<file path="config.mk">
export PLATFORM = sky130hd
export DESIGN_NAME = dm_top
export DESIGN_NICKNAME = d
export VERILOG_FILES = /design/src/hw/dm_pkg.sv /design/src/hw/dm_ifs.sv /design/src/hw/dm_buffer.sv /design/src/hw/dm_ctrl.sv /design/src/hw/dm_regs.sv /design/src/hw/dm_top.sv
export VERILOG_INCLUDE_DIRS = /design/src /design/src/hw
export SDC_FILE = /design/constraint.sdc
export NUM_CORES = 1
export LEC_CHECK = 0
export ABC_AREA = 1
export BUFFER_PORTS_ARGS = -buffer_cell sky130_fd_sc_hd__buf_2
export CAP_MARGIN = 5
export CORE_MARGIN = 2
export CORE_UTILIZATION = 45
export DETAILED_ROUTE_END_ITERATION = 10
export GPL_TIMING_DRIVEN = 0
export PLACE_DENSITY = 0.76
export SLEW_MARGIN = 20
export SYNTH_ARGS = -nofsm -noshare
export SYNTH_HDL_FRONTEND = slang
export SYNTH_HIERARCHICAL = 1
export SYNTH_SLANG_ARGS = --single-unit
</file>
<file path="constraint.sdc">
create_clock -name clk_i -period 3 [get_ports clk_i]
set_input_delay 0.3 -clock clk_i [delete_from_list [all_inputs] [get_ports clk_i]]
set_output_delay 0.3 -clock clk_i [all_outputs]
set_load 0.01 [all_outputs]
</file>
<file path="src/hw/dm_macros.svh">
// debug module sizes, DMI register map and ebreak word, included by the package and RTL
`ifndef DM_MACROS_SVH
`define DM_MACROS_SVH

// hart and buffer sizing
`define DM_NUM_HARTS        4
`define DM_DATA_WORDS       2
`define DM_PROG_WORDS       4
`define DM_BUF_WORDS        (`DM_DATA_WORDS + `DM_PROG_WORDS)

// DMI register addresses (debug spec 0.13 / 1.0)
`define DM_ADDR_DATA0       7'h04
`define DM_ADDR_DMCONTROL   7'h10
`define DM_ADDR_DMSTATUS    7'h11
`define DM_ADDR_ABSTRACTCS  7'h16
`define DM_ADDR_COMMAND     7'h17
`define DM_ADDR_PROGBUF0    7'h20
`define DM_ADDR_SBCS        7'h38

// returned to the hart past the end of the buffer
`define DM_EBREAK           32'h0010_0073

`endif

</file>
<file path="src/hw/dm_pkg.sv">
// shared types of the debug module, imported by its interfaces and RTL modules
`default_nettype none

`include "dm_macros.svh"

package dm_pkg;

    typedef logic [6:0]  dmi_addr_t;
    typedef logic [31:0] dmi_word_t;

    // request encodings, responses reuse the same 2-bit field
    typedef enum logic [1:0] {
        DMI_NOP   = 2'd0,
        DMI_READ  = 2'd1,
        DMI_WRITE = 2'd2
    } dmi_op_t;

    localparam dmi_op_t DMI_SUCCESS = DMI_NOP;    // op 0 on the response side
    localparam dmi_op_t DMI_FAILED  = DMI_WRITE;  // op 2 on the response side

    typedef logic [`DM_NUM_HARTS-1:0] hart_mask_t;
    typedef logic [1:0]  hart_sel_t;
    typedef logic [2:0]  buf_index_t;  // data words first, then progbuf
    typedef logic [3:0]  sri_addr_t;
    typedef logic [63:0] xlen_word_t;
    typedef logic [4:0]  gpr_index_t;
    typedef logic [2:0]  cmderr_t;

    localparam cmderr_t CMDERR_NOTSUP = 3'd2;

    typedef enum logic [1:0] {
        ST_IDLE,
        ST_DECODE,
        ST_XFER,
        ST_RESP
    } dm_state_t;

endpackage

`default_nettype wire

</file>
<file path="src/hw/dm_ifs.sv">
// internal bundles between the controller and the register and buffer blocks
`timescale 1ns/1ps
`default_nettype none

// controller <-> dmcontrol/abstractcs state
interface dm_reg_if import dm_pkg::*; ();
    logic      wr_dmcontrol;
    logic      wr_abstractcs;
    dmi_word_t wdata;
    logic      set_cmderr;
    cmderr_t   err_code;
    cmderr_t   cmderr;
    dmi_word_t dmcontrol_rd;
    dmi_word_t dmstatus_rd;

    modport ctrl (output wr_dmcontrol, wr_abstractcs, wdata, set_cmderr, err_code,
                  input  cmderr, dmcontrol_rd, dmstatus_rd);
    modport regs (input  wr_dmcontrol, wr_abstractcs, wdata, set_cmderr, err_code,
                  output cmderr, dmcontrol_rd, dmstatus_rd);
endinterface

// controller <-> data/progbuf storage
interface dm_buf_if import dm_pkg::*; ();
    logic       we;
    buf_index_t index;
    dmi_word_t  wdata;
    logic       load;       // command result into data0 (and data1)
    logic       load_wide;
    xlen_word_t load_data;
    dmi_word_t  rdata;
    xlen_word_t op_data;    // {data1, data0}

    modport ctrl   (output we, index, wdata, load, load_wide, load_data,
                    input  rdata, op_data);
    modport buffer (input  we, index, wdata, load, load_wide, load_data,
                    output rdata, op_data);
endinterface

`default_nettype wire

</file>
<file path="src/hw/dm_buffer.sv">
// data and program buffer words, shared between the DMI side, command results and the hart SRI port
`timescale 1ns/1ps
`default_nettype none

`include "dm_macros.svh"

module dm_buffer import dm_pkg::*; (
    input  wire logic  clk_i,
    input  wire logic  rstn_i,
    dm_buf_if.buffer   bufp,
    input  wire logic  sri_en_i,
    input  wire logic  sri_we_i,
    input  sri_addr_t  sri_addr_i,
    input  logic [3:0] sri_be_i,
    input  dmi_word_t  sri_wdata_i,
    output dmi_word_t  sri_rdata_o
);

    dmi_word_t  mem_q [`DM_BUF_WORDS];

    logic       sri_in_range;
    buf_index_t sri_index;

    assign sri_in_range = sri_addr_i < sri_addr_t'(`DM_BUF_WORDS);
    assign sri_index    = buf_index_t'(sri_addr_i);

    // DMI write beats command result beats SRI
    always_ff @(posedge clk_i or negedge rstn_i) begin
        if (!rstn_i) begin
            for (int i = 0; i < `DM_BUF_WORDS; i++) begin
                mem_q[i] <= '0;
            end
        end else if (bufp.we) begin
            mem_q[bufp.index] <= bufp.wdata;
        end else if (bufp.load) begin
            mem_q[0] <= bufp.load_data[31:0];
            if (bufp.load_wide) begin
                mem_q[1] <= bufp.load_data[63:32];
            end
        end else if (sri_en_i && sri_we_i && sri_in_range) begin
            for (int b = 0; b < 4; b++) begin
                if (sri_be_i[b]) begin
                    mem_q[sri_index][b*8 +: 8] <= sri_wdata_i[b*8 +: 8];
                end
            end
        end
    end

    assign bufp.rdata   = (bufp.index < buf_index_t'(`DM_BUF_WORDS)) ? mem_q[bufp.index] : '0;
    assign bufp.op_data = {mem_q[1], mem_q[0]};

    // implicit ebreak once the hart runs off the end
    assign sri_rdata_o = sri_in_range ? mem_q[sri_index] : `DM_EBREAK;

endmodule

`default_nettype wire

</file>
<file path="src/hw/dm_ctrl.sv">
// DMI request/response FSM, register decode and access-register command sequencing
`timescale 1ns/1ps
`default_nettype none

`include "dm_macros.svh"

module dm_ctrl import dm_pkg::*; (
    input  wire logic  clk_i,
    input  wire logic  rstn_i,
    // DMI request
    input  wire logic  req_valid_i,
    output logic       req_ready_o,
    input  dmi_addr_t  req_addr_i,
    input  dmi_word_t  req_data_i,
    input  dmi_op_t    req_op_i,
    // DMI response
    output logic       resp_valid_o,
    input  wire logic  resp_ready_i,
    output dmi_word_t  resp_data_o,
    output dmi_op_t    resp_op_o,
    dm_reg_if.ctrl     regs,
    dm_buf_if.ctrl     bufp,
    // register file
    output logic       rf_en_o,
    output logic       rf_we_o,
    output gpr_index_t rf_regno_o,
    input  xlen_word_t rf_rdata_i,
    output xlen_word_t rf_wdata_o
);

    dm_state_t state_q;

    dmi_addr_t addr_q;
    dmi_word_t data_q;
    dmi_op_t   op_q;
    dmi_word_t resp_data_q;
    dmi_op_t   resp_op_q;

    dmi_word_t resp_data_d;
    dmi_op_t   resp_op_d;
    logic      dec_wr;      // write strobe window
    logic      is_rd;
    logic      cmd_legal;
    logic      go_xfer;
    logic      cmd_write;
    logic      cmd_wide;
    dmi_word_t abstractcs_rd;

    assign dec_wr = (state_q == ST_DECODE) && (op_q == DMI_WRITE);
    assign is_rd  = (op_q == DMI_READ);

    // access register: cmdtype 0, transfer, GPR range, 32/64 bit
    assign cmd_legal = (data_q[31:24] == 8'd0) && data_q[17]
                       && (data_q[15:0] inside {[16'h1000:16'h101f]})
                       && (data_q[22:20] inside {3'd2, 3'd3});
    assign cmd_write = data_q[16];
    assign cmd_wide  = (data_q[22:20] == 3'd3);

    // progbufsize, busy 0, relaxedpriv 0, cmderr, datacount
    assign abstractcs_rd = {3'b0, 5'(`DM_PROG_WORDS), 11'b0, 1'b0, 1'b0, regs.cmderr,
                            4'b0, 4'(`DM_DATA_WORDS)};

    assign bufp.index = (addr_q >= `DM_ADDR_PROGBUF0)
                      ? buf_index_t'(addr_q - `DM_ADDR_PROGBUF0 + `DM_DATA_WORDS)
                      : buf_index_t'(addr_q - `DM_ADDR_DATA0);
    assign bufp.wdata = data_q;
    assign regs.wdata = data_q;

    always_comb begin
        regs.wr_dmcontrol  = 1'b0;
        regs.wr_abstractcs = 1'b0;
        regs.set_cmderr    = 1'b0;
        regs.err_code      = CMDERR_NOTSUP;
        bufp.we            = 1'b0;
        resp_data_d        = '0;
        resp_op_d          = DMI_SUCCESS;
        go_xfer            = 1'b0;
        case (addr_q) inside
            [`DM_ADDR_DATA0 : (`DM_ADDR_DATA0 + `DM_DATA_WORDS - 1)],
            [`DM_ADDR_PROGBUF0 : (`DM_ADDR_PROGBUF0 + `DM_PROG_WORDS - 1)]: begin
                bufp.we = dec_wr;
                if (is_rd) resp_data_d = bufp.rdata;
            end
            `DM_ADDR_DMCONTROL: begin
                regs.wr_dmcontrol = dec_wr;
                if (is_rd) resp_data_d = regs.dmcontrol_rd;
            end
            `DM_ADDR_DMSTATUS: begin
                if (is_rd) resp_data_d = regs.dmstatus_rd;
            end
            `DM_ADDR_ABSTRACTCS: begin
                regs.wr_abstractcs = dec_wr;
                if (is_rd) resp_data_d = abstractcs_rd;
            end
            `DM_ADDR_COMMAND: begin
                // commands are dropped while an error is pending
                if (dec_wr && regs.cmderr == '0) begin
                    go_xfer         = cmd_legal;
                    regs.set_cmderr = !cmd_legal;
                end
            end
            `DM_ADDR_SBCS: begin
                if (op_q == DMI_WRITE) resp_op_d = DMI_FAILED;
            end
            default: ;
        endcase
    end

    // register file transfer, one cycle in XFER
    assign rf_en_o    = (state_q == ST_XFER) && !cmd_write;
    assign rf_we_o    = (state_q == ST_XFER) && cmd_write;
    assign rf_regno_o = data_q[4:0];  // regno 0x1000 + n maps to xn
    assign rf_wdata_o = cmd_wide ? bufp.op_data : {32'b0, bufp.op_data[31:0]};

    assign bufp.load      = rf_en_o;
    assign bufp.load_wide = cmd_wide;
    assign bufp.load_data = rf_rdata_i;

    always_ff @(posedge clk_i or negedge rstn_i) begin
        if (!rstn_i) begin
            state_q <= ST_IDLE;
        end else begin
            case (state_q)
                ST_IDLE:   if (req_valid_i) state_q <= ST_DECODE;
                ST_DECODE: state_q <= go_xfer ? ST_XFER : ST_RESP;
                ST_XFER:   state_q <= ST_RESP;
                ST_RESP:   if (resp_ready_i) state_q <= ST_IDLE;
                default:   state_q <= ST_IDLE;
            endcase
        end
    end

    // request capture and response hold
    always_ff @(posedge clk_i) begin
        if (state_q == ST_IDLE && req_valid_i) begin
            addr_q <= req_addr_i;
            data_q <= req_data_i;
            op_q   <= req_op_i;
        end
        if (state_q == ST_DECODE) begin
            resp_data_q <= resp_data_d;
            resp_op_q   <= resp_op_d;
        end
    end

    assign req_ready_o  = (state_q == ST_IDLE);
    assign resp_valid_o = (state_q == ST_RESP);
    assign resp_data_o  = resp_data_q;
    assign resp_op_o    = resp_op_q;

endmodule

`default_nettype wire

</file>
<file path="src/hw/dm_regs.sv">
// dmcontrol, dmstatus and cmderr state, written by the controller over dm_reg_if
`timescale 1ns/1ps
`default_nettype none

`include "dm_macros.svh"

module dm_regs import dm_pkg::*; (
    input  wire logic   clk_i,
    input  wire logic   rstn_i,
    dm_reg_if.regs      regs,
    input  hart_mask_t  halted_i,
    input  hart_mask_t  running_i,
    input  hart_mask_t  resume_ack_i,
    output hart_mask_t  halt_request_o,
    output hart_mask_t  resume_request_o
);

    logic       dmactive_q;
    hart_sel_t  hartsel_q;
    hart_mask_t haltreqs_q;
    hart_mask_t resumereqs_q;
    cmderr_t    cmderr_q;

    logic       sel_ok;     // written hartsel names an existing hart
    hart_sel_t  sel_nxt;
    logic       new_haltreq;

    assign sel_ok      = {regs.wdata[15:6], regs.wdata[25:16]} < 20'(`DM_NUM_HARTS);
    assign sel_nxt     = sel_ok ? hart_sel_t'(regs.wdata[17:16]) : hartsel_q;
    assign new_haltreq = regs.wdata[31];

    always_ff @(posedge clk_i or negedge rstn_i) begin
        if (!rstn_i) begin
            dmactive_q   <= 1'b0;
            hartsel_q    <= '0;
            haltreqs_q   <= '0;
            resumereqs_q <= '0;
        end else if (regs.wr_dmcontrol) begin
            dmactive_q            <= regs.wdata[0];
            hartsel_q             <= sel_nxt;
            haltreqs_q[sel_nxt]   <= new_haltreq;
            // resumereq is ignored while a halt is pending or being requested
            if (!haltreqs_q[sel_nxt] && !new_haltreq) begin
                resumereqs_q[sel_nxt] <= regs.wdata[30];
            end
        end
    end

    // sticky error, first one wins, cleared by writing 1s
    always_ff @(posedge clk_i or negedge rstn_i) begin
        if (!rstn_i) begin
            cmderr_q <= '0;
        end else if (regs.set_cmderr && cmderr_q == '0) begin
            cmderr_q <= regs.err_code;
        end else if (regs.wr_abstractcs) begin
            cmderr_q <= cmderr_q & ~regs.wdata[10:8];
        end
    end

    assign regs.cmderr = cmderr_q;

    // haltreq | resumereq(0) | 4 unused | hartsello | hartselhi | 5 unused | dmactive
    assign regs.dmcontrol_rd = {haltreqs_q[hartsel_q], 1'b0, 4'b0, 10'(hartsel_q), 10'b0,
                                5'b0, dmactive_q};

    // single selected hart, so every all/any pair is the same bit
    assign regs.dmstatus_rd = {14'b0,
                               {2{resume_ack_i[hartsel_q]}},
                               2'b0,                        // nonexistent
                               2'b0,                        // unavail
                               {2{running_i[hartsel_q]}},
                               {2{halted_i[hartsel_q]}},
                               1'b1,                        // authenticated
                               3'b0,
                               4'd3};                       // version

    assign halt_request_o   = haltreqs_q;
    assign resume_request_o = resumereqs_q;

endmodule

`default_nettype wire

</file>
<file path="src/hw/dm_top.sv">
// debug module top level, joins controller, register block and buffer on plain DMI, hart, RF and SRI ports
`timescale 1ns/1ps
`default_nettype none

module dm_top import dm_pkg::*; (
    input  wire logic  clk_i,
    input  wire logic  rstn_i,
    // DMI
    input  wire logic  req_valid_i,
    output logic       req_ready_o,
    input  dmi_addr_t  req_addr_i,
    input  dmi_word_t  req_data_i,
    input  dmi_op_t    req_op_i,
    output logic       resp_valid_o,
    input  wire logic  resp_ready_i,
    output dmi_word_t  resp_data_o,
    output dmi_op_t    resp_op_o,
    // hart run control
    output hart_mask_t halt_request_o,
    output hart_mask_t resume_request_o,
    input  hart_mask_t halted_i,
    input  hart_mask_t running_i,
    input  hart_mask_t resume_ack_i,
    // register file
    output logic       rf_en_o,
    output logic       rf_we_o,
    output gpr_index_t rf_regno_o,
    input  xlen_word_t rf_rdata_i,
    output xlen_word_t rf_wdata_o,
    // SRI
    input  wire logic  sri_en_i,
    input  wire logic  sri_we_i,
    input  sri_addr_t  sri_addr_i,
    input  logic [3:0] sri_be_i,
    input  dmi_word_t  sri_wdata_i,
    output dmi_word_t  sri_rdata_o
);

    dm_reg_if reg_bus ();
    dm_buf_if buf_bus ();

    dm_ctrl u_ctrl (
        .clk_i        (clk_i),
        .rstn_i       (rstn_i),
        .req_valid_i  (req_valid_i),
        .req_ready_o  (req_ready_o),
        .req_addr_i   (req_addr_i),
        .req_data_i   (req_data_i),
        .req_op_i     (req_op_i),
        .resp_valid_o (resp_valid_o),
        .resp_ready_i (resp_ready_i),
        .resp_data_o  (resp_data_o),
        .resp_op_o    (resp_op_o),
        .regs         (reg_bus.ctrl),
        .bufp         (buf_bus.ctrl),
        .rf_en_o      (rf_en_o),
        .rf_we_o      (rf_we_o),
        .rf_regno_o   (rf_regno_o),
        .rf_rdata_i   (rf_rdata_i),
        .rf_wdata_o   (rf_wdata_o)
    );

    dm_regs u_regs (
        .clk_i            (clk_i),
        .rstn_i           (rstn_i),
        .regs             (reg_bus.regs),
        .halted_i         (halted_i),
        .running_i        (running_i),
        .resume_ack_i     (resume_ack_i),
        .halt_request_o   (halt_request_o),
        .resume_request_o (resume_request_o)
    );

    dm_buffer u_buffer (
        .clk_i       (clk_i),
        .rstn_i      (rstn_i),
        .bufp        (buf_bus.buffer),
        .sri_en_i    (sri_en_i),
        .sri_we_i    (sri_we_i),
        .sri_addr_i  (sri_addr_i),
        .sri_be_i    (sri_be_i),
        .sri_wdata_i (sri_wdata_i),
        .sri_rdata_o (sri_rdata_o)
    );

endmodule

`default_nettype wire

</file>
==> impl_metrics.csv <==
group,metric,value,unit
sta,hold_viol_final,0,
finish,drive_above_1_share,23.4,%
sta,setup_viol,7,
global_routing,grt_max_degree,91,
cts,htreeDepth,2,
routing,ant_nets,0,
cts,clkSlewWorstSetupHoldPaths,0.06,ns
floorplan,fp.dieW,224,um
routing,drtIter0Drc,3244,
floorplan,die_area,50000,um^2
cts,clk_latency,0.57,ns
cts,cts_buffers,35,
cts,cts.path.max_buffers,3,
synthesis,ys_warn_count,6,
floorplan,pin_count,310,
cts,cts_root_buf,"clkbuf_16",
critical_path,worstSetupEndpoint,"u_ctrl/resp_data_o[26]$_DFFE_PN_",
sta,fin_hold_ws,0.131,ns
run_status,failed_checks,"setup timing",
global_routing,gr-total-overflow,0,
routing,dr.pass1.iters,8,
worst_hold_path,holdCritPathClass,"in2reg",
power,power-per-cell-area,590,nW/um^2
placed_design,place.gp.congestion,1.02,
critical_path,startpoint_type,"flip-flop",
critical_path,reg2reg_from,"u_ctrl/addr_q[1]$_DFFE_PP_",
routing,route.met3.wl,14.7,mm
global_routing,grt_pass1_wl,142,mm
routing,highest_layer,"met5",
global_routing,grt_pass1_vias,21400,
finish,instances_no_fill,4271,
power,p_leak,13.4,nW
critical_path,critPathCaptureType,"flip-flop",
run_status,status,"finished, violations left",
synthesis,syn_inst,3242,
global_routing,track_usage,38.8,%
floorplan,rows,80,
sta,drv_slew,0,
routing,vias_per_cell,5.58,
placed_design,post-place-ws,-0.900,ns
cts,clock-sinks,282,
job,drv_cap,0,
sta,worst_slew_pin_slew,0.939,ns
critical_path,path_class,"reg2reg",
routing,wirelength,98.6,mm
sta,clock_skew,0.0303,ns
routing,drc,0,
routing,routedWlPerCell,23.1,um
critical_path,cp_data_arrival_time,3.36,ns
critical_path,critical_path_required,3.30,ns
routing,wl_met1,39.6,mm
power,vdd_ir_drop_max,748,uV
placed_design,io_buffers,241,
sta,fin_crit,3.06,ns
floorplan,core,47600,um^2
sta,period_share,102,%
critical_path,r2r_setup_slack,-0.06,ns
sta,max_freq,327,MHz
critical_path,cp_max_fo,10,
routing,vias,23800,
synthesis,netlist_area,21700,um^2
finish,fin_nets,3794,
sta,setup_slack,-0.0574,ns
global_routing,antenna_found_initial,7,
cts,cts_tree,"built",
routing,met2_length,40.5,mm
synthesis,avgSynthCellArea,6.69,um^2
placed_design,dp_hpwl,77.6,mm
finish,area_growth,19.6,%
placed_design,placed_cells,4155,
critical_path,reg2reg_depth,12,
sta,relSlewSlack,37.4,%
critical_path,startpoint,"u_ctrl/addr_q[1]$_DFFE_PP_",
critical_path,r2r_end,"u_ctrl/resp_data_o[26]$_DFFE_PN_",
floorplan,fp.dieH,224,um
floorplan,start_util,45.5,%
sta,rsz0062_at_grt,"yes",
==> layout by cell type, fill, tap and decap left out, drive strengths merged, types with 7 or more instances in the layout <==
master	count
nand3	337
clkinv	12
buf	611
inv	232
nand4	178
o21ai	93
o21bai	9
clkbuf	114
dlygate4sd3	42
edfxtp	74
nor2	199
a31oi	28
conb	58
ha	7
a21oi	98
dfrtp	208
a22oi	11
nand2	1303
o22ai	14
==> timing repair <==
item | 4_1_cts | 5_1_grt
hold endpoints to repair | 84 | 0
pin swaps | 5 | 1
hold buffers | 42 | 0
buffers inserted | 3 | 2
resized for setup | 35 | 77
setup endpoints to repair | 232 | 154
==> routing by layer <==
metal,up-vias,track usage [%]
li1,11000,-
met1,11000,53.1
met2,1622,55.5
met3,212,15.0
met4,6,14.1
met5,-,0
==> final cells by class <==
class,instances,area (um^2)
clock inverter,17,161
sequential,282,7430
inverter,230,875
timing repair buffer,291,1770
clock buffer,47,1030
antenna,5,12.5
buffer,429,2830
fill,4769,21700
multi-input combinational,2355,11100
tap,615,769
==> critical path, stage by stage, from the launching register on <==
cell	delay [ns]
edfxtp_1	0.43
inv_4	0.14
ha_1	0.27
o21ai_4	0.26
nor2_1	0.16
nand2_4	0.22
inv_1	0.09
clkbuf_4	0.26
buf_4	0.26
nand2_1	0.09
nand4_1	0.30
nand3_1	0.18
nand4_1	0.10
==> registers in the layout, indices dropped and copies added (netlist names), 3 cells and up <==
| name | count |
|---|---|
| u_regs/regs.cmderr | 3 |
| u_buffer/mem_q | 128 |
| u_buffer/bufp.op_data | 64 |
| u_regs/resume_request_o | 4 |
| u_regs/halt_request_o | 4 |
| u_ctrl/addr_q | 7 |
| u_ctrl/resp_data_o | 32 |
| u_ctrl/bufp.wdata | 32 |
==> worst min path at each step <==
stage                                    start                               endpoint  slack (ns)  cells after the start
2_1_floorplan                           rstn_i   u_buffer/bufp.op_data[0]$_DFFE_PN0P_       0.004                      0
3_3_place_gp   u_buffer/mem_q[106]$_DFFE_PN0P_        u_buffer/mem_q[106]$_DFFE_PN0P_        0.46                      2
3_5_place_dp                            rstn_i         u_buffer/mem_q[61]$_DFFE_PN0P_        0.23                      1
4_1_cts                         rf_rdata_i[60]  u_buffer/bufp.op_data[60]$_DFFE_PN0P_        0.11                      5
5_1_grt                         rf_rdata_i[58]  u_buffer/bufp.op_data[58]$_DFFE_PN0P_        0.16                      5
6_report                        rf_rdata_i[60]  u_buffer/bufp.op_data[60]$_DFFE_PN0P_        0.13                      5
==> through the flow <==
step	util [%]	TNS (ns)	total power, mW	instance area, um^2
after global placement	50.1	-557.76	10.4	23900
after global routing	54.4	-0.0237	15.9	25900
after CTS	54.0	0	15.0	25700
final	54.4	-0.228	15.3	25900
after floorplan	-	0	8.45	21900
after detailed placement	50.3	-158.09	10.5	24000
==> power by group <==
group	internal [mW]	total, mW	leakage [nW]	switching, mW
clock	2.62	4.41	0.595	1.80
sequential	4.70	5.39	3.56	0.685
combinational	2.03	5.51	9.22	3.49
Note: power is estimated with default switching activity, not from simulation.
